File: src/rtl/pfir_pkg.sv
package pfir_pkg;

	// sample and coefficient widths
	localparam int DIN_W = 18;
	localparam int COEF_W = 28;
	localparam int DOUT_W = 20;
	localparam int PROG_W = 16;

	// filter depth
	localparam int NTAPS = 64;
	localparam int TAP_AW = 6;
	localparam int DEC_W = 6;

	// 46-bit product plus guard bits for 64 taps
	localparam int ACC_W = 52;

	// accumulator bit that lands on output bit 0
	localparam int OUT_SHIFT = 25;

	typedef logic signed [DIN_W-1:0] sample_t;
	typedef logic signed [COEF_W-1:0] coef_t;
	typedef logic signed [DOUT_W-1:0] dout_t;
	typedef logic signed [ACC_W-1:0] acc_t;
	typedef logic [TAP_AW-1:0] tap_t;
	typedef logic [PROG_W-1:0] prog_t;
	typedef logic [DEC_W-1:0] dec_t;

	// control sequencer states
	typedef enum logic [1:0]
	{
		ST_IDLE,
		ST_RUN,
		ST_DRAIN,
		ST_HOLD
	} fir_state_t;

endpackage

File: src/rtl/coef_store.sv
module coef_store (
	input  logic            clk,
	input  logic            rst_n,
	input  pfir_pkg::prog_t pdata,
	input  logic            pwr,
	input  logic            prst,
	input  pfir_pkg::tap_t  rd_tap,
	output pfir_pkg::coef_t rd_coef
);
	import pfir_pkg::*;

	coef_t mem [NTAPS];

	// write side state
	tap_t  wr_addr;
	logic  hi_word;
	prog_t lo_word;

	logic  take_lo;
	logic  take_hi;

	// first word of a pair is the low half, second completes the entry
	assign take_lo = pwr && !prst && !hi_word;
	assign take_hi = pwr && !prst && hi_word;

	always_ff @(posedge clk or negedge rst_n)
	begin
		if (!rst_n)
		begin
			wr_addr <= '0;
			hi_word <= 1'b0;
		end
		else if (prst)
		begin
			wr_addr <= '0;
			hi_word <= 1'b0;
		end
		else if (pwr)
		begin
			hi_word <= !hi_word;
			// advance only once the entry is complete
			if (hi_word)
				wr_addr <= wr_addr + 1'b1;
		end
	end

	// low half waits here for its partner word
	always_ff @(posedge clk)
	begin
		if (take_lo)
			lo_word <= pdata;
	end

	// upper nibble of the high word carries nothing here
	always_ff @(posedge clk)
	begin
		if (take_hi)
			mem[wr_addr] <= {pdata[COEF_W-PROG_W-1:0], lo_word};
	end

	// registered read, one cycle after the tap address
	always_ff @(posedge clk)
	begin
		rd_coef <= mem[rd_tap];
	end

endmodule

File: config.mk
export PLATFORM = sky130hd
export DESIGN_NAME = coef_store
export DESIGN_NICKNAME = d
export VERILOG_FILES = /design/src/rtl/pfir_pkg.sv /design/src/rtl/coef_store.sv
export SDC_FILE = /design/constraint.sdc
export NUM_CORES = 1
export LEC_CHECK = 0
export BUFFER_PORTS_ARGS = -buffer_cell sky130_fd_sc_hd__buf_2
export CAP_MARGIN = 20
export CELL_PAD_IN_SITES_DETAIL_PLACEMENT = 0
export CELL_PAD_IN_SITES_GLOBAL_PLACEMENT = 1
export CORE_ASPECT_RATIO = 1.4
export CORE_MARGIN = 2
export CORE_UTILIZATION = 61
export CTS_CLUSTER_SIZE = 14
export DETAILED_ROUTE_END_ITERATION = 6
export GPL_ROUTABILITY_DRIVEN = 0
export PLACE_DENSITY_LB_ADDON = 0.1
export SYNTH_ARGS = -nofsm -noshare
export SYNTH_HDL_FRONTEND = slang
export SYNTH_SLANG_ARGS = --single-unit
File: constraint.sdc
create_clock -name clk -period 4.8 [get_ports clk]
set_input_delay 0.24 -clock clk [delete_from_list [all_inputs] [get_ports clk]]
set_output_delay 0.24 -clock clk [all_outputs]
set_load 0.005 [all_outputs]
-- Yosys cells after proc, flatten, opt, wreduce, memory -nomap -nowiden
Memory sizes are Yosys's and may differ from the RTL's. A register that Yosys moved wholly into a read port is not among the register bits.
Cells that the tools add are included.
- reductions and logical operators: 8
- add/sub/neg operators: 1
- mux-type cells: 7
- operator list (cell ; count):
    $mux 6 ; 3
    $add 6x1->6 const B ; 1
    $mux 1 ; 4
    $reduce_bool 2->1 ; 2
    $logic_and 1x1->1 ; 3
    $logic_not 1->1 ; 2
    $reduce_and 2->1 ; 1
- output and inout bits: 28
- bits in writable memories: 1792
- memories: 1
- word-level logic and storage cells: 20
- bits of input ports: 26
- register bits after elaboration: 23
- memory list (memory ; words ; bits a word ; rd ports ; clocked after memory_dff ; wr ports ; line ; source):
    mem ; 64 ; 28 ; 1 ; 1 ; 1 ; coef_store.sv:12 ; coef_t mem [NTAPS];

-- Depth between registers and ports, before layout
- depth in word-level cells: 5
- gate-level depth with buffers: 10
- mapped depth without buffers: 5

-- Least setup slack after synthesis
No wires, ideal clock.
- path type: reg-to-reg
- start: register hi_word
- end: memory mem[63][0] in the netlist's numbering (enable)
- period minus slack after synthesis: 2.837 ns
- cell stages (with the launch flop): 6
- data required time: 4.387 ns
- buffers on the path: 1
- library setup time: 0.413 ns
- data arrival time: 2.424 ns
- setup slack: 1.963 ns
- cell sequence: dfrtp_1 and3_1 nand3_1 or2_2 clkbuf_1 nor2_1
- word-level cells in the longest chain between the ends: 3
- ends and longest elaborated chain (item ; line ; source):
    from (decl) ; coef_store.sv:16 ; logic hi_word;
    from (signal assigned) ; coef_store.sv:40 ; hi_word <= !hi_word;
    $logic_and 1x1->1 ; coef_store.sv:24 ; assign take_hi = pwr && !prst && hi_word;
    $mux 1 ; coef_store.sv:57 ; if (take_hi)
    $mux 1 (not written as such) ; coef_store.sv:58 ; mem[wr_addr] <= {pdata[COEF_W-PROG_W-1:0], lo_word};
    to (decl) ; coef_store.sv:12 ;
No other way between the ends.

-- Final worst setup path
- start: register hi_word
- end: memory mem[34][20] in the netlist's numbering (enable)
The elaborated chain is that of the path after synthesis.

==> reports/summary.txt <==
Die area: 117,000 um2
CTS Root Cell: clkbuf_16
Status: completed
Total Routed Length: 173,000 um
Hold_sp: pdata[7]
TritonCTS clock tree: yes
CTS-repair resized insts: 0
Area added between synthesis and finish: 12.3%
VDD IR max: 0.355 mV
Setup_tns: 0 ns
Vias in the first global route: 34,000
Leak: 0.0250 uW
Family with the most delay on the worst path: simple AND/OR/NAND/NOR gates
Critical Path End Type: register
Post-layout min period: 3.26 ns
Number of synthesis warnings: 0
Largest net degree at the start of global routing: 109
Avg WL per Cell: 35.2 um
Slew @ Worst Pin: 1.28 ns
Number of cells on the critical path: 5
Hold-critical path depth: 1
Maximum buffer depth of the clock tree: 3
Die span in x: 290 um
IO Pins: 54
Commonest non-fill, non-tap cell in the layout: edfxtp_1
Layout cells sized above 1: 25.5%
CTS buffer count: 166
DR vias: 33,300
Antenna-violating nets left: 0
Congestion Overflow GR: 0
WP buf/inv: 1
Hold EP: mem[42][23]
Register area share after synthesis: 78.7%
Mean area per synthesized cell: 22.4 um2
Commonest non-fill, non-tap cells in the layout: edfxtp_1 (1,808), mux4_2 (380), mux2i_1 (244), clkbuf_16 (174), buf_4 (106)
Asr flop ratio synth: 0.380%
Clock sinks: 1,843
Post-layout util: 69.2%
Fmax: 0.306 GHz
Via density: 6.77
Crit-path max cell delay: 0.92 ns
PortBufs: 53
Area share of the largest cell type after synthesis: 77.7%
Worst skew pair latency: 0.79 ns
Reg2reg start: hi_word
Post-synth net total: 3,143
Crit path launch type: register
Dpl cells: 4,603
Final period util: 68.0%
Maxcap violations: 0
Worst-path fanout max: 16
Initial antenna violation count: 19
H-tree depth: 4
CP arrival: 3.71 ns
WP data required: 5.25 ns
Hold buffer count at CTS: 10
Clock transition at the registers of the reported paths: 0.06 ns
Pwr dens: 408 nW/um2
First DRT Iteration DRCs: 4,008
CP max stage cell: nor2_4
Slew headroom: 15.0%
DRC violations left: 0
Initial Util: 61.6%
Dpl hpwl: 102,000 um
GRT Total Usage: 30.1%
Initial DRT Pass Iterations: 5
Synth Flop Type: edfxtp_1
Reg2Reg Setup Slack: 1.54 ns
Reg2Reg Depth: 5
Max-slew violations: 0
Worst Setup SP: hi_word
Critical path class: register to register
Final Power: 32,000 uW
Final Hold Vio Count: 0
RSZ-0062 raised after global routing: false
Mapped Area: 69,900 um2
Register bit total from synthesis: 1,843
Type of the tightest min-delay check: primary input to register
Largest area contributor in the netlist: edfxtp_1
First-pass GRT wire length: 246,000 um
Final setup fails: 0
Worst path cell trace: nand2_1, nor2_1, nand3_1, nor2_4, buf_4
Die height: 405 um
Area contributors post-synth: edfxtp_1 (78%), mux4_2 (12%), mux2i_1 (3.5%)
Setup bufs post-CTS: 0
Cell count after synthesis: 3,116
Row Count: 146
Netlist cell types: 43
Core area: 113,000 um2
Final std cells w/o fill: 4,927
Final Skew: 0.0377 ns
Final nets: 3,336
Number of flops mapped to enable cells by yosys: 1,808
Worst reg2reg path endpoint: mem[34][20]
==> cells by family (layout without fill, tap and decap cells) <==
| family | after synthesis | count (layout) | synth area share (%) |
|---|---|---|---|
| adder cells (fa/ha/maj) | 1 | 1 | 0.0179 |
| flip-flops | 1843 | 1843 | 78.7 |
| buffers and inverters | 180 | 506 | 1.42 |
| AND/OR/NAND/NOR | 160 | 160 | 1.07 |
| other | 0 | 5 | 0 |
| multiplexers | 628 | 628 | 15.8 |
| XOR/XNOR | 5 | 5 | 0.0627 |
| AO/OA/AOI/OAI | 299 | 299 | 2.89 |
==> sequential cells by signal (all words and copies together) (netlist names) <==
| name | cells |
|---|---|
| mem | 1792 |
| rd_coef | 28 |
| lo_word | 16 |
| wr_addr | 6 |
| hi_word | 1 |
==> final cells by class <==
class                           instances  area [um2]
Multi-Input combinational cell       1093       14400
Inverter                                2        7.51
Timing Repair Buffer                  203        1960
Tap cell                             1480        1850
Antenna cell                            5        12.5
Fill cell                            6856       35000
Sequential cell                      1843       55000
Clock buffer                          227        4670
Clock inverter                         74         569
==> where the power goes <==
part           total (uW)  switching [uW]  internal, uW
registers           17700            69.0         17700
clock network       12800            5620          7190
logic                1450             912           540
total               32000            6600         25400
==> worst max-delay path by stage <==
stage / endpoint / slack (ns)
after global placement: rd_coef[1] / 1.36
after CTS: mem[35][6] / 1.52
after global routing: mem[34][12] / 1.35
after floorplan: mem[63][0] / 1.96
final: mem[34][20] / 1.54
after detailed placement: rd_coef[7] / 1.45
==> synth_stat cells, drive strengths merged (5+ instances only) <==
cell type / n
a22oi: 80
nand3: 7
o31ai: 19
dfrtp: 7
dfxtp: 28
mux4: 380
nor2: 87
and3: 22
nand2: 14
a221oi: 8
mux2i: 244
a21o: 19
nand2b: 5
a31oi: 40
a211oi: 12
clkbuf: 65
edfxtp: 1808
o21ai: 41
nor3: 5
o22ai: 66
buf: 113
==> layer usage <==
layer  vias to the layer above  part of all wire (%)  track usage, %
li1                      13600                     -               -
met1                     17800                    36            39.3
met2                      1634                    52            51.2
met3                       318                   8.0            4.70
met4                         4                   4.4            13.0
met5                         -                 0.012               0
==> through the flow <==
step | instance area, um2 | hold slack, ns | worst slack, ns
after floorplan | 69900 | -0.0556 | 1.96
after global placement | 72600 | 0.0769 | 1.36
after detailed placement | 73000 | 0.0822 | 1.45
after CTS | 78300 | 0.0859 | 1.52
after global routing | 78500 | 0.131 | 1.35
final | 78500 | 0.120 | 1.54
(Power assumes the default switching activity.)
