## src/rtl/pfir_pkg.sv

```systemverilog
package pfir_pkg;

	// sample and coefficient widths
	localparam int DIN_W = 18;
	localparam int COEF_W = 28;
	localparam int DOUT_W = 20;
	localparam int PROG_W = 16;

	// filter depth
	localparam int NTAPS = 64;
	localparam int TAP_AW = 6;
	localparam int DEC_W = 6;

	// 46-bit product plus guard bits for 64 taps
	localparam int ACC_W = 52;

	// accumulator bit that lands on output bit 0
	localparam int OUT_SHIFT = 25;

	typedef logic signed [DIN_W-1:0] sample_t;
	typedef logic signed [COEF_W-1:0] coef_t;
	typedef logic signed [DOUT_W-1:0] dout_t;
	typedef logic signed [ACC_W-1:0] acc_t;
	typedef logic [TAP_AW-1:0] tap_t;
	typedef logic [PROG_W-1:0] prog_t;
	typedef logic [DEC_W-1:0] dec_t;

	// control sequencer states
	typedef enum logic [1:0]
	{
		ST_IDLE,
		ST_RUN,
		ST_DRAIN,
		ST_HOLD
	} fir_state_t;

endpackage

```

## src/rtl/mac_unit.sv

```systemverilog
module mac_unit (
	input  logic              clk,
	input  logic              rst_n,
	input  pfir_pkg::sample_t rd_x,
	input  pfir_pkg::sample_t rd_y,
	input  pfir_pkg::coef_t   rd_coef,
	input  logic              mac_first,
	input  logic              mac_en,
	output pfir_pkg::acc_t    acc_x,
	output pfir_pkg::acc_t    acc_y,
	output logic              acc_valid
);
	import pfir_pkg::*;

	// stage 1 products
	acc_t p_x;
	acc_t p_y;
	logic p_en;
	logic p_first;

	// stage 2 accumulator qualifier
	logic a_en;

	// both channels share one coefficient
	always_ff @(posedge clk)
	begin
		if (mac_en)
		begin
			p_x <= rd_x * rd_coef;
			p_y <= rd_y * rd_coef;
		end
	end

	// first product of a run restarts the sum
	always_ff @(posedge clk)
	begin
		if (p_en)
		begin
			acc_x <= p_first ? p_x : acc_x + p_x;
			acc_y <= p_first ? p_y : acc_y + p_y;
		end
	end

	always_ff @(posedge clk or negedge rst_n)
	begin
		if (!rst_n)
		begin
			p_en <= 1'b0;
			p_first <= 1'b0;
			a_en <= 1'b0;
		end
		else
		begin
			p_en <= mac_en;
			p_first <= mac_first;
			a_en <= p_en;
		end
	end

	// sum is complete once no continuation product follows it
	assign acc_valid = a_en && (!p_en || p_first);

endmodule

```

## config.mk

```make
export PLATFORM = sky130hd
export DESIGN_NAME = mac_unit
export DESIGN_NICKNAME = d
export VERILOG_FILES = /design/src/rtl/pfir_pkg.sv /design/src/rtl/mac_unit.sv
export SDC_FILE = /design/constraint.sdc
export NUM_CORES = 2
export LEC_CHECK = 0
export BUFFER_PORTS_ARGS = -buffer_cell sky130_fd_sc_hd__buf_4
export CAP_MARGIN = 20
export CORE_MARGIN = 2
export CORE_UTILIZATION = 55
export DETAILED_ROUTE_END_ITERATION = 8
export HOLD_SLACK_MARGIN = 0.15
export PLACE_DENSITY_LB_ADDON = 0.05
export SYNTH_ARGS = -nofsm -noshare
export SYNTH_HDL_FRONTEND = slang
export SYNTH_SLANG_ARGS = --single-unit
```

## constraint.sdc

```tcl
create_clock -name clk -period 4.7 [get_ports clk]
set_clock_uncertainty 0.2 [all_clocks]
set_input_delay 0.235 -clock clk [delete_from_list [all_inputs] [get_ports clk]]
set_output_delay 0.235 -clock clk [all_outputs]
set_load 0.01 [all_outputs]
```

# ---- After elaboration in Yosys (flattened, before gate mapping)
# Cells that the tools add are included.
dict set report op_classes {
  n_reduce_logical 3
  add_sub_neg 2
  mul 2
  muxes 2
}
# cell count
set op_table {}
lappend op_table {{adder 52 bit} 2}
lappend op_table {{2-to-1 mux 52 bit} 2}
lappend op_table {{multiplier 18 x 28 -> 46 bit} 2}
lappend op_table {{logical AND 1 bit} 1}
lappend op_table {{logical NOT 1 bit} 1}
lappend op_table {{logical OR 1 bit} 1}
dict set report word_totals {
  reg_bits 211
  output_inout_bits 105
}

# ---- Logic depth before layout (Yosys ltp)
dict set report logic_depth {
  word_depth 3
  depth_mapped 26
  ltp_nobuf 24
}

# ---- Least setup slack after synthesis
# Ideal clock, no wire load.
dict set report synth_timing {
  path_type {input-to-reg}
  from {in rd_x[9]}
  to {reg p_x[50] (data pin)}
  setup_time_ns 0.266
  n_path_buf 3
  arrival_ns 6.346
  path_slack_ns -2.112
  path_stages 24
  cell_sequence {clkbuf_1 -> clkbuf_1 -> nand2_1 -> fa_1 -> inv_1 -> fa_1 -> fa_1 -> fa_1 -> fa_1 -> inv_1 -> fa_1 -> inv_1 -> ha_1 -> clkbuf_1 -> a21oi_1 -> o21ai_1 -> a2111oi_0 -> and2_1 -> a2111o_1 -> a32oi_1 -> a31oi_1 -> o21ai_1 -> and4_1 -> nor3_1}
}
dict set report synth_via {
  elab_chain_cells 1
}
# element line
set synth_lines {}
lappend synth_lines {{from (decl)} mac_unit.sv:4} ;# input pfir_pkg::sample_t rd_x,
lappend synth_lines {{multiplier 18 x 28 -> 46 bit} mac_unit.sv:29} ;# p_x <= rd_x * rd_coef;
lappend synth_lines {{to (signal assigned)} mac_unit.sv:29}
lappend synth_lines {{to (decl)} mac_unit.sv:16} ;# acc_t p_x;
# No other way between the ends.
# A chain may end at the register's enable or synchronous reset.

# ---- Final worst setup path
dict set report layout_timing {
  from {in rd_coef[17]}
  to {reg p_x[50] (data pin)}
}
dict set report layout_via {
  elab_chain_cells 1
}
# element line
set layout_lines {}
lappend layout_lines {{from (decl)} mac_unit.sv:6} ;# input pfir_pkg::coef_t rd_coef,
lappend layout_lines {{multiplier 18 x 28 -> 46 bit} mac_unit.sv:29}
# No other way between the ends.

==> results.toml <==
[logic_synthesis]
synthMuxAreaShare = 0.001750
seq_area_frac_synth = 0.1245
yosys_warnings = 0
synth-compound-area-share = 0.08731
postSynthCellCount = 5252
synth_edf_count = 196
syn_nets = 6628
synth-adder-area-share = 0.4953
syn_area_um2 = 47890
avgSynthCellArea_um2 = 9.119
async_flop_share = 0.01508
ys_types = 80
ys_seq_elements = 199
ys.flop_type = "edfxtp_1"
synth_top_family_by_area = "adder cells"
synth-simple-area-share = 0.1486
synthXorXnorAreaFrac = 0.03127

[timing]
slew_headroom = 0.3945
fmax_mhz = 168.9
setup_viol = 66
tightest_slew_ps = 908.2
finalCritPeriodShare = 1.260
rsz0062_at_grt = "true"
hold_viol = 0
fin_crit_ps = 5922
worst_slack_ps = -1222
slew_viol_final = 0

[clock_tree]
clock_path_buffers = 2
cts_tree = "yes"
cts_root_buf = "clkbuf_16"
htreeDepth = 4
numCtsBuffers = 17
cts.sinks = 199
clock_latency_ps = 510
cts.clk_slew.worst_paths_ps = 90

[drt]
avgRoutedWirePerCell_um = 17.74
first_pass_iters = 5
drc_errors = 0
ant_nets = 0
wl_um = 123500
viasPerCell = 5.372
vias = 37410
drt_iter0_markers = 2201

[status]
violations = "setup timing"
outcome = "finished with violations"

[die]
coreArea_um2 = 86480
dieWidth_um = 299.1
core.rowCount = 108
floorplan.initialDensity = 0.5538
die_h_um = 299.1
pin_count = 173
dieArea_um2 = 89450

[worst_setup_path]
timing.rr.start = "acc_x[0]$_DFFE_PP_"
cp_cell_sequence = "buf_12 > buf_4 > and2_4 > fa_1 > inv_1 > fa_1 > inv_2 > fa_1 > fa_1 > fa_1 > inv_1 > fa_1 > inv_2 > ha_4 > nand2_2 > o21ai_4 > a2111oi_4 > and2_4 > a2111o_1 > a32oi_2 > a31oi_4 > o21ai_2 > and4_1 > nor3_2"
worstSetupPathType = "primary input to register"
critical_path_required_ps = 4760
cpPeakStageDelay_ps = 540
path_max_fanout = 8
slowest_stage = "fa_1"
end_kind = "register"
cpMostUsedCell = "fa_1"
crit_start = "rd_coef[17]"
setup.worst_path.start_class = "primary input"
cp.arrival_ps = 5980

[worst_hold_path]
hold_path_class = "primary input to register"
holdCritStartpoint = "mac_first"

[finish]
area_growth_pct = 21.50
mostFrequentLayoutCells = "inv_1, fa_1, nand2_1, buf_4, and2_1"
layout.nets = 7172
design_area_um2 = 58190
layout_commonest_cell = "inv_1"
drive_above_1_share = 0.2092

[grt]
grt_max_degree = 112
antenna_found_initial = 2
grt_pass1_vias = 38670
grt-ovfl-total = 0
grt_pass1_wl_um = 199900
grt_util_all_layers = 0.2806

[placement]
portBuffers = 172
dp_hpwl_um = 99680
place_congestion = 0.8930
dpl_cell_area_um2 = 54320

[job]
cap_viol_max_count = 0
worst paths after layout:
check | to | slack [ps] | cells past startpoint
worst max-delay path | p_x[50]$_DFFE_PP_ | -1220 | 24
worst min-delay path | p_first$_DFF_PN0_ | 180 | 2
worst max register to register | acc_x[48]$_DFFE_PP_ | 590 | 13
worst min register to register | acc_y[6]$_DFFE_PP_ | 370 | 2
max in group asynchronous | p_en$_DFF_PN0_ | 3730 | 3
min in group asynchronous | p_first$_DFF_PN0_ | 410 | 3
timing repair:
action | CTS | global route
endpoints found under the hold margin | 41 | 0
endpoints found under the setup margin | 67 | 70
pin swaps | 187 | 175
buffers inserted | 66 | 61
hold buffers | 7 | 0
gates cloned | 6 | 9
resized for setup | 344 | 221
cells in the mapped netlist, types with 6 or more instances:
| master | instances | area share |
|---|---|---|
| or3_1 | 15 | 0.0020 |
| o31ai_1 | 14 | 0.0022 |
| and3_1 | 19 | 0.0025 |
| o21ai_1 | 11 | 0.0011 |
| nand4_1 | 26 | 0.0034 |
| edfxtp_1 | 196 | 0.12 |
| a21boi_0 | 10 | 0.0016 |
| o211ai_1 | 17 | 0.0027 |
| nor3_1 | 24 | 0.0025 |
| nor2_1 | 128 | 0.010 |
| o21a_1 | 25 | 0.0039 |
| nor3b_1 | 10 | 0.0016 |
| a211oi_1 | 22 | 0.0034 |
| nand2_1 | 733 | 0.057 |
| a21o_1 | 83 | 0.013 |
| o21bai_1 | 29 | 0.0045 |
| nand2b_1 | 32 | 0.0042 |
| nand3_1 | 28 | 0.0029 |
| and2_1 | 415 | 0.054 |
| nor2b_1 | 17 | 0.0022 |
| inv_1 | 1154 | 0.090 |
| xnor2_1 | 105 | 0.019 |
| ha_1 | 328 | 0.086 |
| xor2_1 | 66 | 0.012 |
| clkbuf_1 | 256 | 0.020 |
| a31oi_1 | 19 | 0.0025 |
| fa_1 | 980 | 0.41 |
| a211o_1 | 7 | 0.0013 |
| and4_1 | 6 | 0.0011 |
| a21oi_1 | 179 | 0.019 |
| o21ai_0 | 180 | 0.019 |
critical path: cells and delay by family:
kind	cells	cell delay [ps]
simple gates	5	620
fa+ha+maj	7	3260
buf+inv	6	470
compound gates	6	1390
through the flow:
stage / hold slack [ps] / cells / worst slack, ps / setup TNS (ps) / utilization
6_report: 178.5 / 6965 / -1222 / -52500 / 0.6729
5_1_grt: 193.6 / 6964 / -1427 / -63820 / 0.6728
4_1_cts: 154.8 / 6923 / -1223 / -45590 / 0.6579
3_5_place_dp: -174.7 / 6827 / -1988 / -97100 / 0.6281
3_3_place_gp: -175.9 / 6827 / -1875 / -93550 / 0.6281
2_1_floorplan: -260.6 / 5252 / -1591 / -59890 / -
state kept, by name, summed over array words and instances, names as in the netlist:
| register | flops |
|---|---|
| p_en | 1 |
| p_first | 1 |
| p_y | 46 |
| acc_y | 52 |
| p_x | 46 |
| a_en | 1 |
| acc_x | 52 |
final cells by class:
cell class,instances,area (um^2)
flip-flops and latches,199,5968
diodes,1,2.502
fillers,7086,28290
clock inverters,14,156.4
clock buffers,18,429.2
multi-input cells,3634,38490
well taps,1155,1445
repair buffers,789,7362
inverters,1155,4339
per-layer routing:
metal | part of all wire | GRT usage | up-vias | wire length, um
met3 | 0.067 | 0.03465 | 121 | 8227
met2 | 0.48 | 0.4655 | 1076 | 59740
met4 | 0.017 | 0.05929 | 0 | 2088
li1 | - | - | 17160 | -
met1 | 0.43 | 0.3990 | 19060 | 53470
met5 | 0 | 0 | - | 0
cell families (layout without fill, tap and decap cells):
logic type               after synthesis  count (layout)
AND/OR/NAND/NOR                     1481            1481
buffers and inverters               1419            1976
adder cells (fa/ha/maj)             1308            1308
AO/OA/AOI/OAI                        666             666
flip-flops                           199             199
XOR/XNOR                             171             171
multiplexers                           8               8
other                                  0               1
Power is left out: the tool's default activity adds up to more than one toggle a clock period on the data nets, which glitch-free logic cannot reach.
