===== src/rtl/pfir_pkg.sv =====
package pfir_pkg;

	// sample and coefficient widths
	localparam int DIN_W = 18;
	localparam int COEF_W = 28;
	localparam int DOUT_W = 20;
	localparam int PROG_W = 16;

	// filter depth
	localparam int NTAPS = 64;
	localparam int TAP_AW = 6;
	localparam int DEC_W = 6;

	// 46-bit product plus guard bits for 64 taps
	localparam int ACC_W = 52;

	// accumulator bit that lands on output bit 0
	localparam int OUT_SHIFT = 25;

	typedef logic signed [DIN_W-1:0] sample_t;
	typedef logic signed [COEF_W-1:0] coef_t;
	typedef logic signed [DOUT_W-1:0] dout_t;
	typedef logic signed [ACC_W-1:0] acc_t;
	typedef logic [TAP_AW-1:0] tap_t;
	typedef logic [PROG_W-1:0] prog_t;
	typedef logic [DEC_W-1:0] dec_t;

	// control sequencer states
	typedef enum logic [1:0]
	{
		ST_IDLE,
		ST_RUN,
		ST_DRAIN,
		ST_HOLD
	} fir_state_t;

endpackage


===== src/rtl/sample_buffer.sv =====
module sample_buffer (
	input  logic              clk,
	input  logic              rst_n,
	input  logic              mrst,
	input  pfir_pkg::sample_t dix,
	input  pfir_pkg::sample_t diy,
	input  logic              samp_we,
	input  pfir_pkg::tap_t    rd_tap,
	output pfir_pkg::sample_t rd_x,
	output pfir_pkg::sample_t rd_y
);
	import pfir_pkg::*;

	sample_t mem_x [NTAPS];
	sample_t mem_y [NTAPS];

	// one bit per entry, cleared by mrst without touching the memory
	logic [NTAPS-1:0] vld;

	// position of the newest sample
	tap_t newest;
	tap_t wr_addr;
	tap_t rd_addr;

	assign wr_addr = newest + 1'b1;
	// tap k looks k samples back from the newest
	assign rd_addr = newest - rd_tap;

	always_ff @(posedge clk or negedge rst_n)
	begin
		if (!rst_n)
		begin
			newest <= '0;
			vld <= '0;
		end
		else if (mrst)
			vld <= '0;
		else if (samp_we)
		begin
			newest <= wr_addr;
			vld[wr_addr] <= 1'b1;
		end
	end

	always_ff @(posedge clk)
	begin
		if (samp_we && !mrst)
		begin
			mem_x[wr_addr] <= dix;
			mem_y[wr_addr] <= diy;
		end
	end

	// entries not written since the last clear read as zero
	always_ff @(posedge clk)
	begin
		rd_x <= vld[rd_addr] ? mem_x[rd_addr] : '0;
		rd_y <= vld[rd_addr] ? mem_y[rd_addr] : '0;
	end

endmodule


===== config.mk =====
export PLATFORM = sky130hd
export DESIGN_NAME = sample_buffer
export DESIGN_NICKNAME = d
export VERILOG_FILES = /design/src/rtl/pfir_pkg.sv /design/src/rtl/sample_buffer.sv
export SDC_FILE = /design/constraint.sdc
export NUM_CORES = 2
export LEC_CHECK = 0
export BUFFER_PORTS_ARGS = -buffer_cell sky130_fd_sc_hd__buf_2
export CAP_MARGIN = 30
export CORE_AREA = 10 10 395 397
export CTS_BUF_LIST = sky130_fd_sc_hd__clkbuf_4 sky130_fd_sc_hd__clkbuf_8 sky130_fd_sc_hd__clkbuf_16
export CTS_CLUSTER_DIAMETER = 150
export DETAILED_ROUTE_END_ITERATION = 6
export DIE_AREA = 0 0 405 407
export PLACE_DENSITY = 0.75
export SLEW_MARGIN = 20
export SYNTH_ARGS = -nofsm -noshare
export SYNTH_HDL_FRONTEND = slang
export SYNTH_SLANG_ARGS = --single-unit

===== constraint.sdc =====
create_clock -name clk -period 4.9 [get_ports clk]
set_input_delay 0 -clock clk [delete_from_list [all_inputs] [get_ports clk]]
set_output_delay 0 -clock clk [all_outputs]
set_load 0.05 [all_outputs]

---- Yosys cells after proc, flatten, opt, wreduce, memory -nomap -nowiden ----
Memory sizes are Yosys's and may differ from the RTL's. A register that Yosys moved wholly into a read port is not among the register bits.
Cells that the tools add are included.
cells by class
  $add $sub $neg .......................... 2
  order comparisons ....................... 3
  muxes and demuxes ....................... 8
  bitwise operators ....................... 2
  reduce and logical (&&, ||, !) cells .... 7
operators by type and width
  operator               count
  $mux W64               2
  $or A64 B64 Y64        1
  $lt A6 B7 Y1 const B   2
  $add A6 B1 Y6 const B  1
  $bmux W1 S6            1
  $demux W1 S6           1
  $ge A6 B1 Y1 const B   1
  $sub A6 B6 Y6          1
  $mux W1                4
  $logic_not A1 Y1       3
  $logic_and A1 B1 Y1    2
  $reduce_and A2 Y1      1
  $reduce_bool A2 Y1     1
  $not A1 Y1             1
word-level totals
  bits in registers ....................... 70
  memory bits (writable) .................. 2304
  input bits .............................. 46
  output and inout port bits .............. 36
  logic and storage cells ................. 26
  memories kept ........................... 2
memory list
  name   words  bits a word  read ports  clocked after memory_dff  write ports  line                 source
  mem_x  64     18           1           1                         1            sample_buffer.sv:14  sample_t mem_x [NTAPS];
  mem_y  64     18           1           1                         1            sample_buffer.sv:15  sample_t mem_y [NTAPS];

---- Depth between registers and ports, before layout ----
  depth after elaboration ................. 8
  mapped depth ............................ 12

---- Worst setup path before layout ----
No wires, ideal clock.
  kind .................................... register to register
  start point ............................. register newest[0]
  end point ............................... memory mem_x[0][0] (netlist name) (enable)
  library setup time ...................... 0.429 ns
  data arrival time ....................... 3.323 ns
  data required time ...................... 4.471 ns
  setup slack ............................. 1.147 ns
  cell stages (with the launch flop) ...... 9
  path buffers ............................ 2
  period minus slack after synthesis ...... 3.753 ns
  path through ............................ dfrtp_1 ha_1 buf_1 nor2_1 a21oi_1 or2_1 mux2_2 clkbuf_1 nor2_1
on the way
  cells in the longest elaborated chain, start to end .. 1
RTL lines
  item                    line                 source
  start, declared         sample_buffer.sv:21  tap_t newest;
  start signal, assigned  sample_buffer.sv:40  newest <= wr_addr;
  $add A6 B1 Y6           sample_buffer.sv:25  assign wr_addr = newest + 1'b1;
  end, declared           sample_buffer.sv:14
Every way passes these cells.

---- Worst setup path in the final report ----
  start point ............................. register newest[0]
  end point ............................... register rd_x[16], read port of mem_x
on the way
  cells in the longest elaborated chain, start to end .. 4
RTL lines
  item                           line                 source
  $sub A6 B6 Y6 (*)              sample_buffer.sv:27  assign rd_addr = newest - rd_tap;
  $bmux W1 S6                    sample_buffer.sv:57  rd_x <= vld[rd_addr] ? mem_x[rd_addr] : '0;
  $mux W1 (implied by the code)  sample_buffer.sv:57
  $logic_not A1 Y1 (no line)     --
  end, declared                  sample_buffer.sv:9   output pfir_pkg::sample_t rd_x,
Every way passes the cells marked *; elsewhere a longest branch is shown, timed or not. The select of a mux whose other input is x is not followed.
A chain may end at the register's enable or synchronous reset.

==> impl_metrics.csv <==
group,metric,value,unit
detailed_routing,wirelength,236,mm
grt,grt_pass1_wl,342,mm
clocking,clk_path_buf_depth,3,
floorplanning,fp.dieArea,165000,sq um
place,placed_area,96500,sq um
yosys,syn_inst,4548,
clocking,root_buffer,"clkbuf_16",
clocking,numCtsBuffers,222,
worst_setup_path,cp.arrival,4.72,ns
yosys,ys_seq_area_share,77.4,%
detailed_routing,drtPass1Iterations,5,
worst_setup_path,cp_max_fo,67,
power,max-vdd-ir-drop,0.00113,V
clocking,cts_resized,0,
clocking,path_clk_slew,0.06,ns
floorplanning,die_height,407,um
grt,grt_use_total,29.0,%
layout,drive_above_1_share,26.9,%
clocking,cts-htree-levels,4,
yosys,synth-edff-count,2304,
floorplanning,core,147000,sq um
layout,fin_area,104000,sq um
clocking,post-cts-setup-buffer-count,0,
place,dp_hpwl,122,mm
timing,finalCriticalPeriod,4.03,ns
detailed_routing,avgViaCountPerCell,6.89,
yosys,synthFlopType,"edfxtp_1",
yosys,synth_warnings,0,
detailed_routing,vias,47700,
timing,setup_viol_count_final,0,
yosys,syn_nets,4601,
floorplanning,io_pins,82,
grt,overflow,0,
timing,fin_crit_sh,82.3,%
yosys,synth.avg_cell_area,20.3,sq um
floorplanning,rows,141,
power,p_leak,33.5,nW
grt,grt_antenna_before_repair,12,
worst_setup_path,start_kind,"flop",
place,gp_congestion,0.789,
job,max_cap_violations,0,
yosys,synth_cell_types,46,
detailed_routing,post-route-drc-count,0,
timing,clock_skew,0.0471,ns
floorplanning,initial_core_util,62.7,%
layout,fin_cells,6929,
grt,grt_pass1_vias,48200,
place,placed_cells,6462,
timing,finalHoldViolations,0,
timing,rsz0062_at_grt,"no",
layout,layout.nets,4857,
clocking,clk_latency,0.88,ns
yosys,ys_ff_latch,2410,
detailed_routing,detail_route.wl_per_cell,34.0,um
timing,max-slew-margin-rel,34.4,%
worst_hold_path,hold_path_class,"primary input to flop",
detailed_routing,final_antenna_net_count,0,
detailed_routing,drtIter0Drc,6695,
worst_setup_path,cp.required,5.59,ns
clocking,cts_hold_buf,40,
clocking,cts_tree,"built",
layout,areaGrowthSynthToFinish,12.7,%
floorplanning,fp.dieW,405,um
timing,worstMarginPinSlew,0.984,ns
yosys,async_flop_share,2.90,%
run_status,status,"finished, final reports clean",
power,p_per_area,632,nW/um^2
timing,fmax,248,MHz
timing,setup_tns,0,ns
worst_setup_path,cp-end-kind,"flop",
clocking,cts.sinks,2410,
yosys,netlist_area,92500,sq um
worst_setup_path,path_class,"flop to flop",
grt,grt_max_degree,109,
place,io_buffer_count,81,
timing,finalMaxSlewViolations,0,
## metal layers
metal | share of wire, % | global-route usage [%]
met4 | 3.8 | 10.6
met3 | 11 | 6.11
met2 | 50 | 47.0
met1 | 35 | 39.5
met5 | 0.019 | 0
## registers in the layout, summed over array words and instances, names as in the netlist
register  flops
rd_y         18
newest        6
mem_x      1152
mem_y      1152
rd_x         18
vld          64
## Yosys cell counts (2+ instances only)
cell | number | share of area (%)
ha_1 | 6 | 0.081
xor2_2 | 2 | 0.035
inv_1 | 70 | 0.28
mux2i_1 | 6 | 0.065
edfxtp_1 | 2304 | 75
buf_4 | 50 | 0.41
nand4_1 | 75 | 0.51
mux4_2 | 592 | 14
and2_1 | 3 | 0.020
o22ai_2 | 31 | 0.42
nand2b_1 | 4 | 0.027
nand3_1 | 295 | 1.6
dfxtp_1 | 36 | 0.78
clkbuf_1 | 82 | 0.33
o22ai_1 | 69 | 0.47
buf_6 | 7 | 0.085
xnor2_1 | 10 | 0.095
nor2b_1 | 5 | 0.034
a21oi_1 | 7 | 0.038
mux2_2 | 2 | 0.024
nor2_1 | 75 | 0.30
buf_1 | 29 | 0.12
o21a_1 | 2 | 0.016
a22oi_2 | 2 | 0.027
dfrtp_1 | 70 | 1.9
o21ai_0 | 6 | 0.032
nand2_1 | 589 | 2.4
xor2_1 | 3 | 0.028
buf_2 | 99 | 0.54
## critical path, cell delays in order, from the launching register on
cell and delay, ns:
dfrtp_1 0.45, inv_1 0.14, ha_4 0.18, fa_4 1.08, buf_12 0.38, buf_12 0.38
mux4_2 0.39, nand2_1 0.09, nand3_1 0.11, nand4_1 0.30, o22ai_2 0.13
## report_power, final
part / internal [mW] / switching, mW
clock network: 9.66 / 7.34
registers: 23.2 / 0.323
logic: 9.11 / 16.2
## path summary, 6_finish.rpt
check | end | startpoint | slack, ns | cells past startpoint
worst max-delay path | rd_x[16]$_SDFF_PN0_ | newest[0]$_DFFE_PN0P_ | 0.87 | 10
worst min-delay path | vld[59]$_DFFE_PN0P_ | samp_we | 0.1 | 6
worst max register to register | rd_x[16]$_SDFF_PN0_ | newest[0]$_DFFE_PN0P_ | 0.87 | 10
worst min register to register | vld[22]$_DFFE_PN0P_ | vld[22]$_DFFE_PN0P_ | 0.53 | 2
max in group asynchronous | vld[28]$_DFFE_PN0P_ | rst_n | 4.09 | 5
min in group asynchronous | newest[4]$_DFFE_PN0P_ | rst_n | 0.25 | 4
## logic make-up (layout without fill, tap and decap cells)
family                   after synthesis  count (layout)  synth area share, %
buffers and inverters                337             783                 1.76
multiplexers                         600             600                 14.5
flip-flops                          2410            2410                 77.4
adder cells (fa/ha/maj)                7               7                0.103
AND/OR/NAND/NOR                     1055            1055                 4.98
XOR/XNOR                              15              15                0.158
AO/OA/AOI/OAI                        124             124                 1.07
other                                  0               5                    0
## cell usage in the layout (no fill, tap or decap), types with 70 or more instances in the layout
cell type and instances:
clkbuf_4 81, mux4_2 592, clkbuf_16 225, nand4_1 75
edfxtp_1 2304, buf_4 132, nand3_1 295, dfrtp_1 70
inv_1 70, nand2_1 589
## area by class of cell
class                   instances  area, sq um
fillers                      8577        43200
inverters                      70          263
clock inverters                97          832
multi-input cells            1801        19800
well taps                    1930         2410
flip-flops and latches       2410        71700
diodes                          5         12.5
clock buffers                 317         6390
repair buffers                299         2910
## metrics by stage
step | power [mW] | hold slack (ns) | worst slack (ns) | utilization (%)
5_1_grt | 68.3 | 0.125 | 0.771 | 70.7
2_1_floorplan | 40.5 | -0.296 | 1.15 | -
6_report | 65.9 | 0.0962 | 0.868 | 70.7
3_5_place_dp | 48.8 | 0.261 | 0.952 | 65.4
3_3_place_gp | 48.5 | 0.253 | 1.02 | 65.1
4_1_cts | 65.8 | 0.0387 | 0.916 | 70.6
(Power assumes the default switching activity.)
