**config.mk**
```make
export PLATFORM = sky130hd
export DESIGN_NAME = fir_control
export DESIGN_NICKNAME = d
export VERILOG_FILES = /design/src/rtl/pfir_pkg.sv /design/src/rtl/fir_control.sv
export SDC_FILE = /design/constraint.sdc
export NUM_CORES = 1
export LEC_CHECK = 0
export BUFFER_PORTS_ARGS = -buffer_cell sky130_fd_sc_hd__clkbuf_2
export CORE_ASPECT_RATIO = 0.8
export CORE_MARGIN = 2
export CORE_UTILIZATION = 51
export CTS_CLUSTER_SIZE = 8
export DETAILED_ROUTE_END_ITERATION = 6
export GPL_TIMING_DRIVEN = 1
export MAX_ROUTING_LAYER = met4
export PLACE_DENSITY = 0.78
export SLEW_MARGIN = 10
export SYNTH_ARGS = -nofsm -noshare
export SYNTH_HDL_FRONTEND = slang
export SYNTH_SLANG_ARGS = --single-unit
```
**constraint.sdc**
```tcl
create_clock -name clk -period 2.8 [get_ports clk]
set_input_delay 0.14 -clock clk [delete_from_list [all_inputs] [get_ports clk]]
set_output_delay 0.14 -clock clk [all_outputs]
set_load 0.01 [all_outputs]
```
**src/rtl/pfir_pkg.sv**
```systemverilog
package pfir_pkg;

	// sample and coefficient widths
	localparam int DIN_W = 18;
	localparam int COEF_W = 28;
	localparam int DOUT_W = 20;
	localparam int PROG_W = 16;

	// filter depth
	localparam int NTAPS = 64;
	localparam int TAP_AW = 6;
	localparam int DEC_W = 6;

	// 46-bit product plus guard bits for 64 taps
	localparam int ACC_W = 52;

	// accumulator bit that lands on output bit 0
	localparam int OUT_SHIFT = 25;

	typedef logic signed [DIN_W-1:0] sample_t;
	typedef logic signed [COEF_W-1:0] coef_t;
	typedef logic signed [DOUT_W-1:0] dout_t;
	typedef logic signed [ACC_W-1:0] acc_t;
	typedef logic [TAP_AW-1:0] tap_t;
	typedef logic [PROG_W-1:0] prog_t;
	typedef logic [DEC_W-1:0] dec_t;

	// control sequencer states
	typedef enum logic [1:0]
	{
		ST_IDLE,
		ST_RUN,
		ST_DRAIN,
		ST_HOLD
	} fir_state_t;

endpackage

```
**src/rtl/fir_control.sv**
```systemverilog
module fir_control (
	input  logic           clk,
	input  logic           rst_n,
	input  logic           mrst,
	input  logic           iv,
	output logic           rfd,
	input  pfir_pkg::dec_t dec,
	input  pfir_pkg::tap_t ncoef,
	output logic           samp_we,
	output pfir_pkg::tap_t rd_tap,
	output logic           mac_first,
	output logic           mac_en,
	input  logic           acc_valid,
	input  logic           out_full,
	output logic           out_load
);
	import pfir_pkg::*;

	fir_state_t state;
	fir_state_t state_nxt;

	// samples accepted since the last run
	dec_t dec_cnt;
	logic [DEC_W:0] cnt_inc;
	tap_t tap_cnt;

	logic accept;
	logic last_phase;
	logic trigger;
	logic hold_done;
	logic issue;
	logic issue_first;

	assign hold_done = (state == ST_HOLD) && !out_full;
	assign rfd = ((state == ST_IDLE) || hold_done) && !out_full && !mrst;
	assign accept = iv && rfd;
	assign samp_we = accept;

	// dec of 0 behaves like 1
	assign cnt_inc = dec_cnt + 1'b1;
	assign last_phase = cnt_inc >= {1'b0, dec};
	assign trigger = accept && last_phase;

	assign issue = (state == ST_RUN);
	assign issue_first = issue && (tap_cnt == '0);
	assign rd_tap = tap_cnt;

	// a run only starts with the output stage empty
	assign out_load = (state == ST_DRAIN) && acc_valid;

	always_comb
	begin
		state_nxt = state;
		case (state)
			ST_IDLE:
				if (trigger)
					state_nxt = ST_RUN;
			ST_RUN:
				if (tap_cnt == ncoef)
					state_nxt = ST_DRAIN;
			ST_DRAIN:
				if (acc_valid)
					state_nxt = ST_HOLD;
			ST_HOLD:
				// stage emptied so accept again right away
				if (hold_done)
					state_nxt = trigger ? ST_RUN : ST_IDLE;
			default:
				state_nxt = ST_IDLE;
		endcase
	end

	always_ff @(posedge clk or negedge rst_n)
	begin
		if (!rst_n)
		begin
			state <= ST_IDLE;
			dec_cnt <= '0;
			tap_cnt <= '0;
			mac_en <= 1'b0;
			mac_first <= 1'b0;
		end
		else if (mrst)
		begin
			state <= ST_IDLE;
			dec_cnt <= '0;
			tap_cnt <= '0;
			mac_en <= 1'b0;
			mac_first <= 1'b0;
		end
		else
		begin
			state <= state_nxt;
			if (accept)
				dec_cnt <= last_phase ? '0 : cnt_inc[DEC_W-1:0];
			if (issue)
				tap_cnt <= tap_cnt + 1'b1;
			else
				tap_cnt <= '0;
			// delayed by the memory read so they line up with the data
			mac_en <= issue;
			mac_first <= issue_first;
		end
	end

endmodule

```
# Word level (Yosys, flattened, before mapping)
# Cells that the tools add are included.
classes:
  reduce_logical: 14
  add_sub_neg: 2
  mux: 14
  eq_ne: 8
  n_lt_le_gt_ge: 1
op_table:
  columns: ["cell", "count"]
  rows:
  - ["2-to-1 mux 6 bit", 5]
  - ["2-to-1 mux 2 bit", 5]
  - ["inequality test 3 bit, second input constant", 3]
  - ["case mux 2 bit (4 select lines)", 1]
  - ["adder 6 x 1 -> 7 bit, second input constant", 1]
  - [">= comparator 7 x 6 -> 1 bit", 1]
  - ["logical AND 1 bit", 7]
  - ["adder 6 x 1 -> 6 bit, second input constant", 1]
  - ["equality test 6 bit", 1]
  - ["logical NOT 6 bit", 1]
  - ["equality test 2 bit, second input constant", 2]
  - ["AND reduction 4 bit", 1]
  - ["2-to-1 mux 1 bit", 3]
  - ["inequality test 3 x 2 -> 1 bit, second input constant", 1]
  - ["equality test 2 x 1 -> 1 bit, second input constant", 1]
  - ["logical NOT 1 bit", 2]
  - ["logical NOT 2 bit", 1]
  - ["nonzero test 2 bit", 1]
  - ["logical OR 1 bit", 1]
word_totals:
  output_inout_bits: 11
  regBits: 16
  in_bits: 18
  wordCells: 44

# Longest topological paths before layout
# Gate-level depths: netlist of run 1.
depth:
  word_depth: 11
  mapped_depth: 10
  mapped_depth_nobuf: 10

# Worst setup path after synthesis of run 1
# OpenSTA, ideal clock, no wires.
synth_timing:
  path_type: "register -> register"
  startpoint: "register dec_cnt[0]"
  endpoint: "register state[0]"
  required_ns: 2.672
  n_path_buf: 0
  stages_incl_launch_ff: 11
  arrival_time_ns: 2.225
  period_less_slack_ns: 2.353
  path_slack_ns: 0.447
  setup_ns: 0.128
  path_cell_list: "dfrtp_1 ha_1 nand3_1 xnor2_1 ha_1 a21oi_1 o221ai_1 a41oi_2 nand2b_1 a2bb2oi_2 mux2_1"
synth_between:
  elab_chain_cells: 7
  word_cells_on_any_way: 9
  cone_classes: "add/sub: 1; order compare: 1; eq/ne: 1; mux: 4; reduce/logical: 2"
synth_rtl:
  columns: ["item", "line", "rtl"]
  rows:
  - ["start: declaration", "fir_control.sv:23", "dec_t dec_cnt;"]
  - ["start signal: assignment", "fir_control.sv:95", "dec_cnt <= last_phase ? '0 : cnt_inc[DEC_W-1:0];"]
  - ["adder 6 x 1 -> 7 bit (*)", "fir_control.sv:40", "assign cnt_inc = dec_cnt + 1'b1;"]
  - [">= comparator 7 x 6 -> 1 bit (*)", "fir_control.sv:41", "assign last_phase = cnt_inc >= {1'b0, dec};"]
  - ["logical AND 1 bit (*)", "fir_control.sv:42", "assign trigger = accept && last_phase;"]
  - ["2-to-1 mux 1 bit", "fir_control.sv:67", "state_nxt = trigger ? ST_RUN : ST_IDLE;"]
  - ["2-to-1 mux 2 bit", "fir_control.sv:66", "if (hold_done)"]
  - ["case mux 2 bit (4 select lines)", "fir_control.sv:54", "case (state)"]
  - ["2-to-1 mux 2 bit", "fir_control.sv:83", "else if (mrst)"]
  - ["end signal: assignment", "fir_control.sv:93", "state <= state_nxt;"]
  - ["end: declaration", "fir_control.sv:19", "fir_state_t state;"]
# Mark *: on every way between the ends. The rest lies on a longest branch, timed or not. The select of a mux whose other input is x is not followed.
# A chain may end at the register's enable or synchronous reset.

# Final worst setup path of run 1
# Ends and elaborated chain as after synthesis.

==> results of run 1 <==
==> path summary, 6_finish.rpt <==
kind | start | endpoint | slack [ns] | cells past startpoint
max in group asynchronous | rst_n | mac_en | 2.21 | 2
min in group asynchronous | rst_n | state[1] | 0.30 | 2
max | dec_cnt[0] | state[0] | 0.22 | 9
min | mrst | state[1] | 0.26 | 3
max reg2reg | dec_cnt[0] | state[0] | 0.22 | 9
min reg2reg | rd_tap[5] | mac_first | 0.53 | 1
==> per-layer routing <==
| layer | wire length (µm) | global-route usage [%] | vias to the layer above |
|---|---|---|---|
| met5 | 0 | - | - |
| met3 | 117 | 6.250 | 2 |
| met1 | 974 | 25.13 | 432 |
| li1 | - | - | 454 |
| met4 | 19 | 5.714 | 0 |
| met2 | 1073 | 35.00 | 20 |
==> synth_stat cells (all sizes together) (2+ instances only) <==
cell type	count	area (µm²)
and2	3	18.77
xor2	8	70.07
inv	13	48.80
a32o	4	40.04
xnor2	6	52.55
nor4	2	12.51
dfrtp	16	400.4
nand2	7	26.28
ha	14	175.2
nand3	6	30.03
a21oi	4	20.02
nor2	10	37.54
buf	2	15.01
nand2b	3	18.77
o21ai	2	10.00
==> metrics by stage <==
step | instances | hold WS (ns) | setup TNS [ns] | area [µm²]
floorplan | 113 | -0.1556 | 0 | 1096
global placement | 163 | 0.08266 | 0 | 1251
detailed placement | 163 | 0.08142 | 0 | 1251
CTS | 168 | 0.2498 | 0 | 1297
global route | 170 | 0.2606 | -0.0001072 | 1313
finish | 170 | 0.2553 | 0 | 1313
==> critical path, delay by kind of cell, from the launching register on <==
kind,cells,cell delay (ns)
AO/OA/AOI/OAI,3,0.66
XOR/XNOR,1,0.16
adder cells (fa/ha/maj),2,0.59
flip-flops,1,0.45
multiplexers,1,0.34
AND/OR/NAND/NOR,2,0.27
==> cell usage in the layout (no fill, tap or decap), types with 2 or more instances in the layout <==
cell type / Yosys / routed
sky130_fd_sc_hd__buf_4: 2 / 2
sky130_fd_sc_hd__a21oi_1: 4 / 4
sky130_fd_sc_hd__nor2_1: 10 / 10
sky130_fd_sc_hd__xnor2_1: 6 / 6
sky130_fd_sc_hd__a32o_1: 4 / 4
sky130_fd_sc_hd__clkbuf_2: 0 / 28
sky130_fd_sc_hd__nand2b_1: 3 / 3
sky130_fd_sc_hd__inv_1: 13 / 13
sky130_fd_sc_hd__and2_1: 3 / 3
sky130_fd_sc_hd__nand2_1: 7 / 7
sky130_fd_sc_hd__xor2_1: 8 / 8
sky130_fd_sc_hd__clkbuf_4: 0 / 3
sky130_fd_sc_hd__nor4_1: 2 / 2
sky130_fd_sc_hd__ha_1: 14 / 14
sky130_fd_sc_hd__dfrtp_1: 16 / 16
sky130_fd_sc_hd__nand3_1: 6 / 6
==> cell type report <==
class	instances	area, µm²	area share, %
Inverter	13	48.80	3.718
Sequential cell	16	400.4	30.51
Multi-Input combinational cell	82	631.9	48.14
Tap cell	24	30.03	2.288
Timing Repair Buffer	31	165.2	12.58
Clock buffer	4	36.28	2.765
==> timing repair <==
| action | in CTS | in global routing |
|---|---|---|
| endpoints found under the setup margin | 0 | 1 |
| hold endpoints to repair | 16 | 0 |
| hold buffers | 1 | 0 |
| buffers inserted | 0 | 2 |
==> kinds of logic (layout without fill, tap and decap cells) <==
kind of cell    Yosys count  count (layout)
buf+inv                  15              48
fa+ha+maj                14              14
flops                    16              16
mux                       2               2
xor+xnor                 14              14
compound gates           16              16
simple gates             36              36
==> power breakdown <==
part | total, W | switching [W] | internal, W
clock | 0.000148 | 0.0000691 | 0.0000792
combinational | 0.000223 | 0.000123 | 0.0000999
sequential | 0.000287 | 0.0000297 | 0.000257
total | 0.000658 | 0.000222 | 0.000436
==> flip-flops by register name (all words and copies together), names as in the netlist <==
| register | flops |
|---|---|
| rd_tap | 6 |
| mac_en | 1 |
| state | 2 |
| dec_cnt | 6 |
| mac_first | 1 |
==> flow_summary.toml, run 1 <==
[clocking]
maximum_buffer_depth_of_the_clock_tree = 2
clkSlewWorstSetupHoldPaths_ns = 0.09
numCtsBuffers = 3
tritoncts = "done"
clk-insertion-delay-late_ns = 0.29
cts_resized = 0
ctsHtreeMaxLevel = 1
clock_sinks = 16
root_buffer_cell = "sky130_fd_sc_hd__clkbuf_4"

[synth]
synth_top_family_by_area = "simple AND/OR/NAND/NOR gates"
compound_gate_fraction_of_synth_area_pct = 12.21
avgSynthCellArea_um2 = 9.700
synth.area.mux_share_pct = 1.941
simple_gate_area_share_of_the_yosys_netlist_pct = 16.32
warnings_synthesis = 0
synth_fp_nets = 145
synth_xor_xnor_area_share_pct = 11.19
postSynth.asyncResetShare_pct = 100.0
synth.cell_area_um2 = 1096
synth.distinct_cells = 29
post_synth_fa_ha_maj_area_fraction_pct = 15.98
postSynthCellCount = 113
number_of_enable_flip_flop_cells_after_synthesis = 0
synth-seq-area-share_pct = 36.53
postSynthRegisterBits = 16
synth_flop_cell = "sky130_fd_sc_hd__dfrtp_1"

[global_route]
grt_pass1_vias = 849
largest_net_degree_at_the_start_of_global_routing = 17
grt_antenna_before_repair = 0
grt-ovfl-total = 0
grt_first_pass_wirelength_um = 3857
globalRouteTotalUtil_pct = 20.86

[pwr]
p_leak_nw = 0.7066
finalPower_w = 0.0006580
ir_worst_vdd_v = 0.0004541
power_density_nw_per_um2 = 501.3

[placed_design]
dp_worst_setup_slack_ns = 0.1488
routabilityCongestion = 0.8875
placement.io_buffers = 28
hpwl_um = 1713

[critical_path]
critPathRequiredTime_ns = 2.98
slowest_delay_ns = 0.45
setup.worst_path.class = "register to register"
cp_data_arrival_time_ns = 2.76
crit_path_frequent_cell = "sky130_fd_sc_hd__ha_1"
crit_path_start_kind = "register"
critPathSlowestCell = "sky130_fd_sc_hd__dfrtp_1"
crit_fanout = 6
setup.worst_path.end_class = "register"
cp_cell_sequence = "ha_1 -> xor2_1 -> ha_1 -> nand2_1 -> o21ai_0 -> a41oi_2 -> nand2b_1 -> a2bb2oi_2 -> mux2_1"

[sta]
finalWorstPathRequiredPeriod_ns = 2.583
report.final.slew_viol_count = 0
relSlewSlack_pct = 72.18
max_freq_ghz = 0.3871
timing_worst_slew_pin_value_ns = 0.4174
final.setup.worst_slack_ns = 0.2166
finalCritPeriodShare_pct = 92.26
finClkSkew_ns = 0.007306
setup-violations-final = 0
report.final.hold_viol_count = 0

[routing]
route.detailed.wl_per_inst_um = 12.85
route.detailed.drc = 0
drt-pass1-iter-count = 4
num_vias = 908
avgViaCountPerCell = 5.341
postRouteWirelength_um = 2185
drtAntennaViolNets = 0
drtIter0Drc = 21

[die]
dieArea_um2 = 2538
fp.dieW_um = 55.83
num_rows = 14
core-area_um2 = 1962
floorplan.initialDensity_pct = 55.87
die-height_um = 45.47
boundaryPins = 29

[finish]
layout.core_utilization_pct = 66.90
layout-drive-gt1-share_pct = 24.66
antenna_cells = 0
layout.filler_cells = 175
layout_overhead_on_the_synthesized_area_pct = 19.75
design.final.nets = 179

[job]
drv_cap = 0

[run_status]
run_status = "finished, final reports clean"

[hold_path]
worstHoldPathType = "input port to register"
Note: power is estimated with default switching activity, not from simulation.
==> run 2, diff against run 1 <==
Settings changed: CORE_ASPECT_RATIO 0.8 to not set, HOLD_SLACK_MARGIN set to 0.02.
==> run 2 against run 1 <==
Effect of this change: critical path depth is 1 higher; wire length is 3.2% lower; clock skew is 0.0065 ns lower; via count is 0.11% lower; setup slack worse by 0.071 ns; critical endpoint unchanged.
==> flow_summary.toml, run 2 (synthesized netlist as in run 1, its figures left out) <==
[critical_path]
crit_path_start_kind = "register"
slowest_delay_ns = 0.43
setup.worst_path.end_class = "register"
cp_data_arrival_time_ns = 2.82
cp_cell_sequence = "ha_1 -> nand3_1 -> xnor2_1 -> ha_1 -> a21oi_1 -> o221ai_1 -> a41oi_2 -> nand2b_1 -> a2bb2oi_2 -> mux2_1"
critPathRequiredTime_ns = 2.96
crit_fanout = 6
crit_path_frequent_cell = "sky130_fd_sc_hd__ha_1"
critPathSlowestCell = "sky130_fd_sc_hd__dfrtp_1"
setup.worst_path.class = "register to register"

[routing]
dr_wl_met3_um = 114
drt-pass1-iter-count = 4
wl_met1_um = 941
avgViaCountPerCell = 5.304
route.detailed.wl_per_inst_um = 12.37
drtIter0Drc = 15
top_layer_reached_by_signal_wires = "met4"
wl_met2_um = 1015
postRouteWirelength_um = 2115
num_vias = 907
drtAntennaViolNets = 0
route.detailed.drc = 0

[hold_path]
worstHoldPathType = "input port to register"

[clocking]
maximum_buffer_depth_of_the_clock_tree = 2
clock_sinks = 16
root_buffer_cell = "sky130_fd_sc_hd__clkbuf_4"
cts_resized = 0
clkSlewWorstSetupHoldPaths_ns = 0.08
numCtsBuffers = 3
clk-insertion-delay-late_ns = 0.28
ctsHtreeMaxLevel = 1
tritoncts = "done"

[sta]
setup-violations-final = 0
timing_worst_slew_pin_value_ns = 0.3747
totalNegativeSetupSlack_ns = 0
final.setup.worst_slack_ns = 0.1452
finClkSkew_ns = 0.0008318
holdWs_ns = 0.2612
finalCritPeriodShare_pct = 94.81
finalWorstPathRequiredPeriod_ns = 2.655
relSlewSlack_pct = 75.02
report.final.slew_viol_count = 0
max_freq_ghz = 0.3767
report.final.hold_viol_count = 0

[pwr]
ir_worst_vdd_v = 0.0003188
p_leak_nw = 0.6952
power_density_nw_per_um2 = 479.1

[die]
floorplan.initialDensity_pct = 54.75
fp.dieW_um = 50.36
num_rows = 16
core-area_um2 = 2002
die-height_um = 50.36
dieArea_um2 = 2536
boundaryPins = 29

[finish]
layout_overhead_on_the_synthesized_area_pct = 18.15
post_layout_nonfiller_instances = 171
layout.cells.most_common = "sky130_fd_sc_hd__clkbuf_2"
antenna_cells = 0
most_used_cells_in_the_layout_excluding_fill_and_tap_cells = "28 x sky130_fd_sc_hd__clkbuf_2, 16 x sky130_fd_sc_hd__dfrtp_1, 14 x sky130_fd_sc_hd__ha_1"
layout-drive-gt1-share_pct = 23.61
design.final.nets = 178

[job]
drv_cap = 0

[run_status]
run_status = "finished, final reports clean"

[placed_design]
routabilityCongestion = 0.9311
hpwl_um = 1698
placement.io_buffers = 28
dp.cells = 166
dp_worst_setup_slack_ns = 0.1686

[global_route]
grt_pass1_vias = 855
grt-ovfl-total = 0
grt_antenna_before_repair = 0
grt_first_pass_wirelength_um = 3574
globalRouteTotalUtil_pct = 19.28
largest_net_degree_at_the_start_of_global_routing = 17
[run 2: cell types whose count changed in the layout (fill, tap and decap cells not counted)]
cell	before	now
sky130_fd_sc_hd__clkbuf_8	1	0
sky130_fd_sc_hd__buf_4	2	1
[run 2: cell type report]
class                      instances  area, µm²
timing repair buffer              30      157.7
clock buffer                       3      22.52
inverter                          13      48.80
sequential                        16      400.4
tap                               27      33.78
fill                             182      706.9
multi-input combinational         82      631.9
[run 2: per-stage QoR]
| step | area, µm² | total power (W) | utilization, % |
|---|---|---|---|
| floorplan | 1096 | 0.0004396 | - |
| global placement | 1255 | 0.0004983 | 62.69 |
| detailed placement | 1255 | 0.0005132 | 62.69 |
| CTS | 1287 | 0.0006276 | 64.31 |
| global route | 1295 | 0.0006770 | 64.69 |
| finish | 1295 | 0.0006204 | 64.69 |
[run 2: metal layers]
metal  up-vias  track usage, %
met5         -               -
met4         0           9.009
met3         6           2.083
met2        36           32.89
met1       414           22.84
li1        451               -
[run 2: report_power, final]
group	internal (W)	total, W	switching [W]
combinational	0.000101	0.000222	0.000121
clock	0.0000499	0.000113	0.0000627
sequential	0.000257	0.000286	0.0000284
[run 2: final timing paths]
path                       slack (ns)  cells after the start        from        end
min                              0.26                      3        mrst   state[1]
min reg2reg                      0.54                      1   rd_tap[5]  mac_first
max                              0.15                     10  dec_cnt[0]   state[0]
max in group asynchronous        2.23                      2       rst_n   state[1]
max reg2reg                      0.15                     10  dec_cnt[0]   state[0]
min in group asynchronous        0.30                      2       rst_n     mac_en
[run 2: worst max-delay path, delay by kind of cell (launching register included)]
| kind | cells | cell delay [ns] |
|---|---|---|
| AO/OA/AOI/OAI | 4 | 0.65 |
| adder cells (fa/ha/maj) | 2 | 0.58 |
| flip-flops | 1 | 0.43 |
| multiplexers | 1 | 0.31 |
| AND/OR/NAND/NOR | 2 | 0.29 |
| XOR/XNOR | 1 | 0.25 |
[run 2: timing repair]
item	CTS	global route
hold buffers	1	0
endpoints found under the setup margin	0	1
setup buffers	0	1
endpoints found under the hold margin	16	0
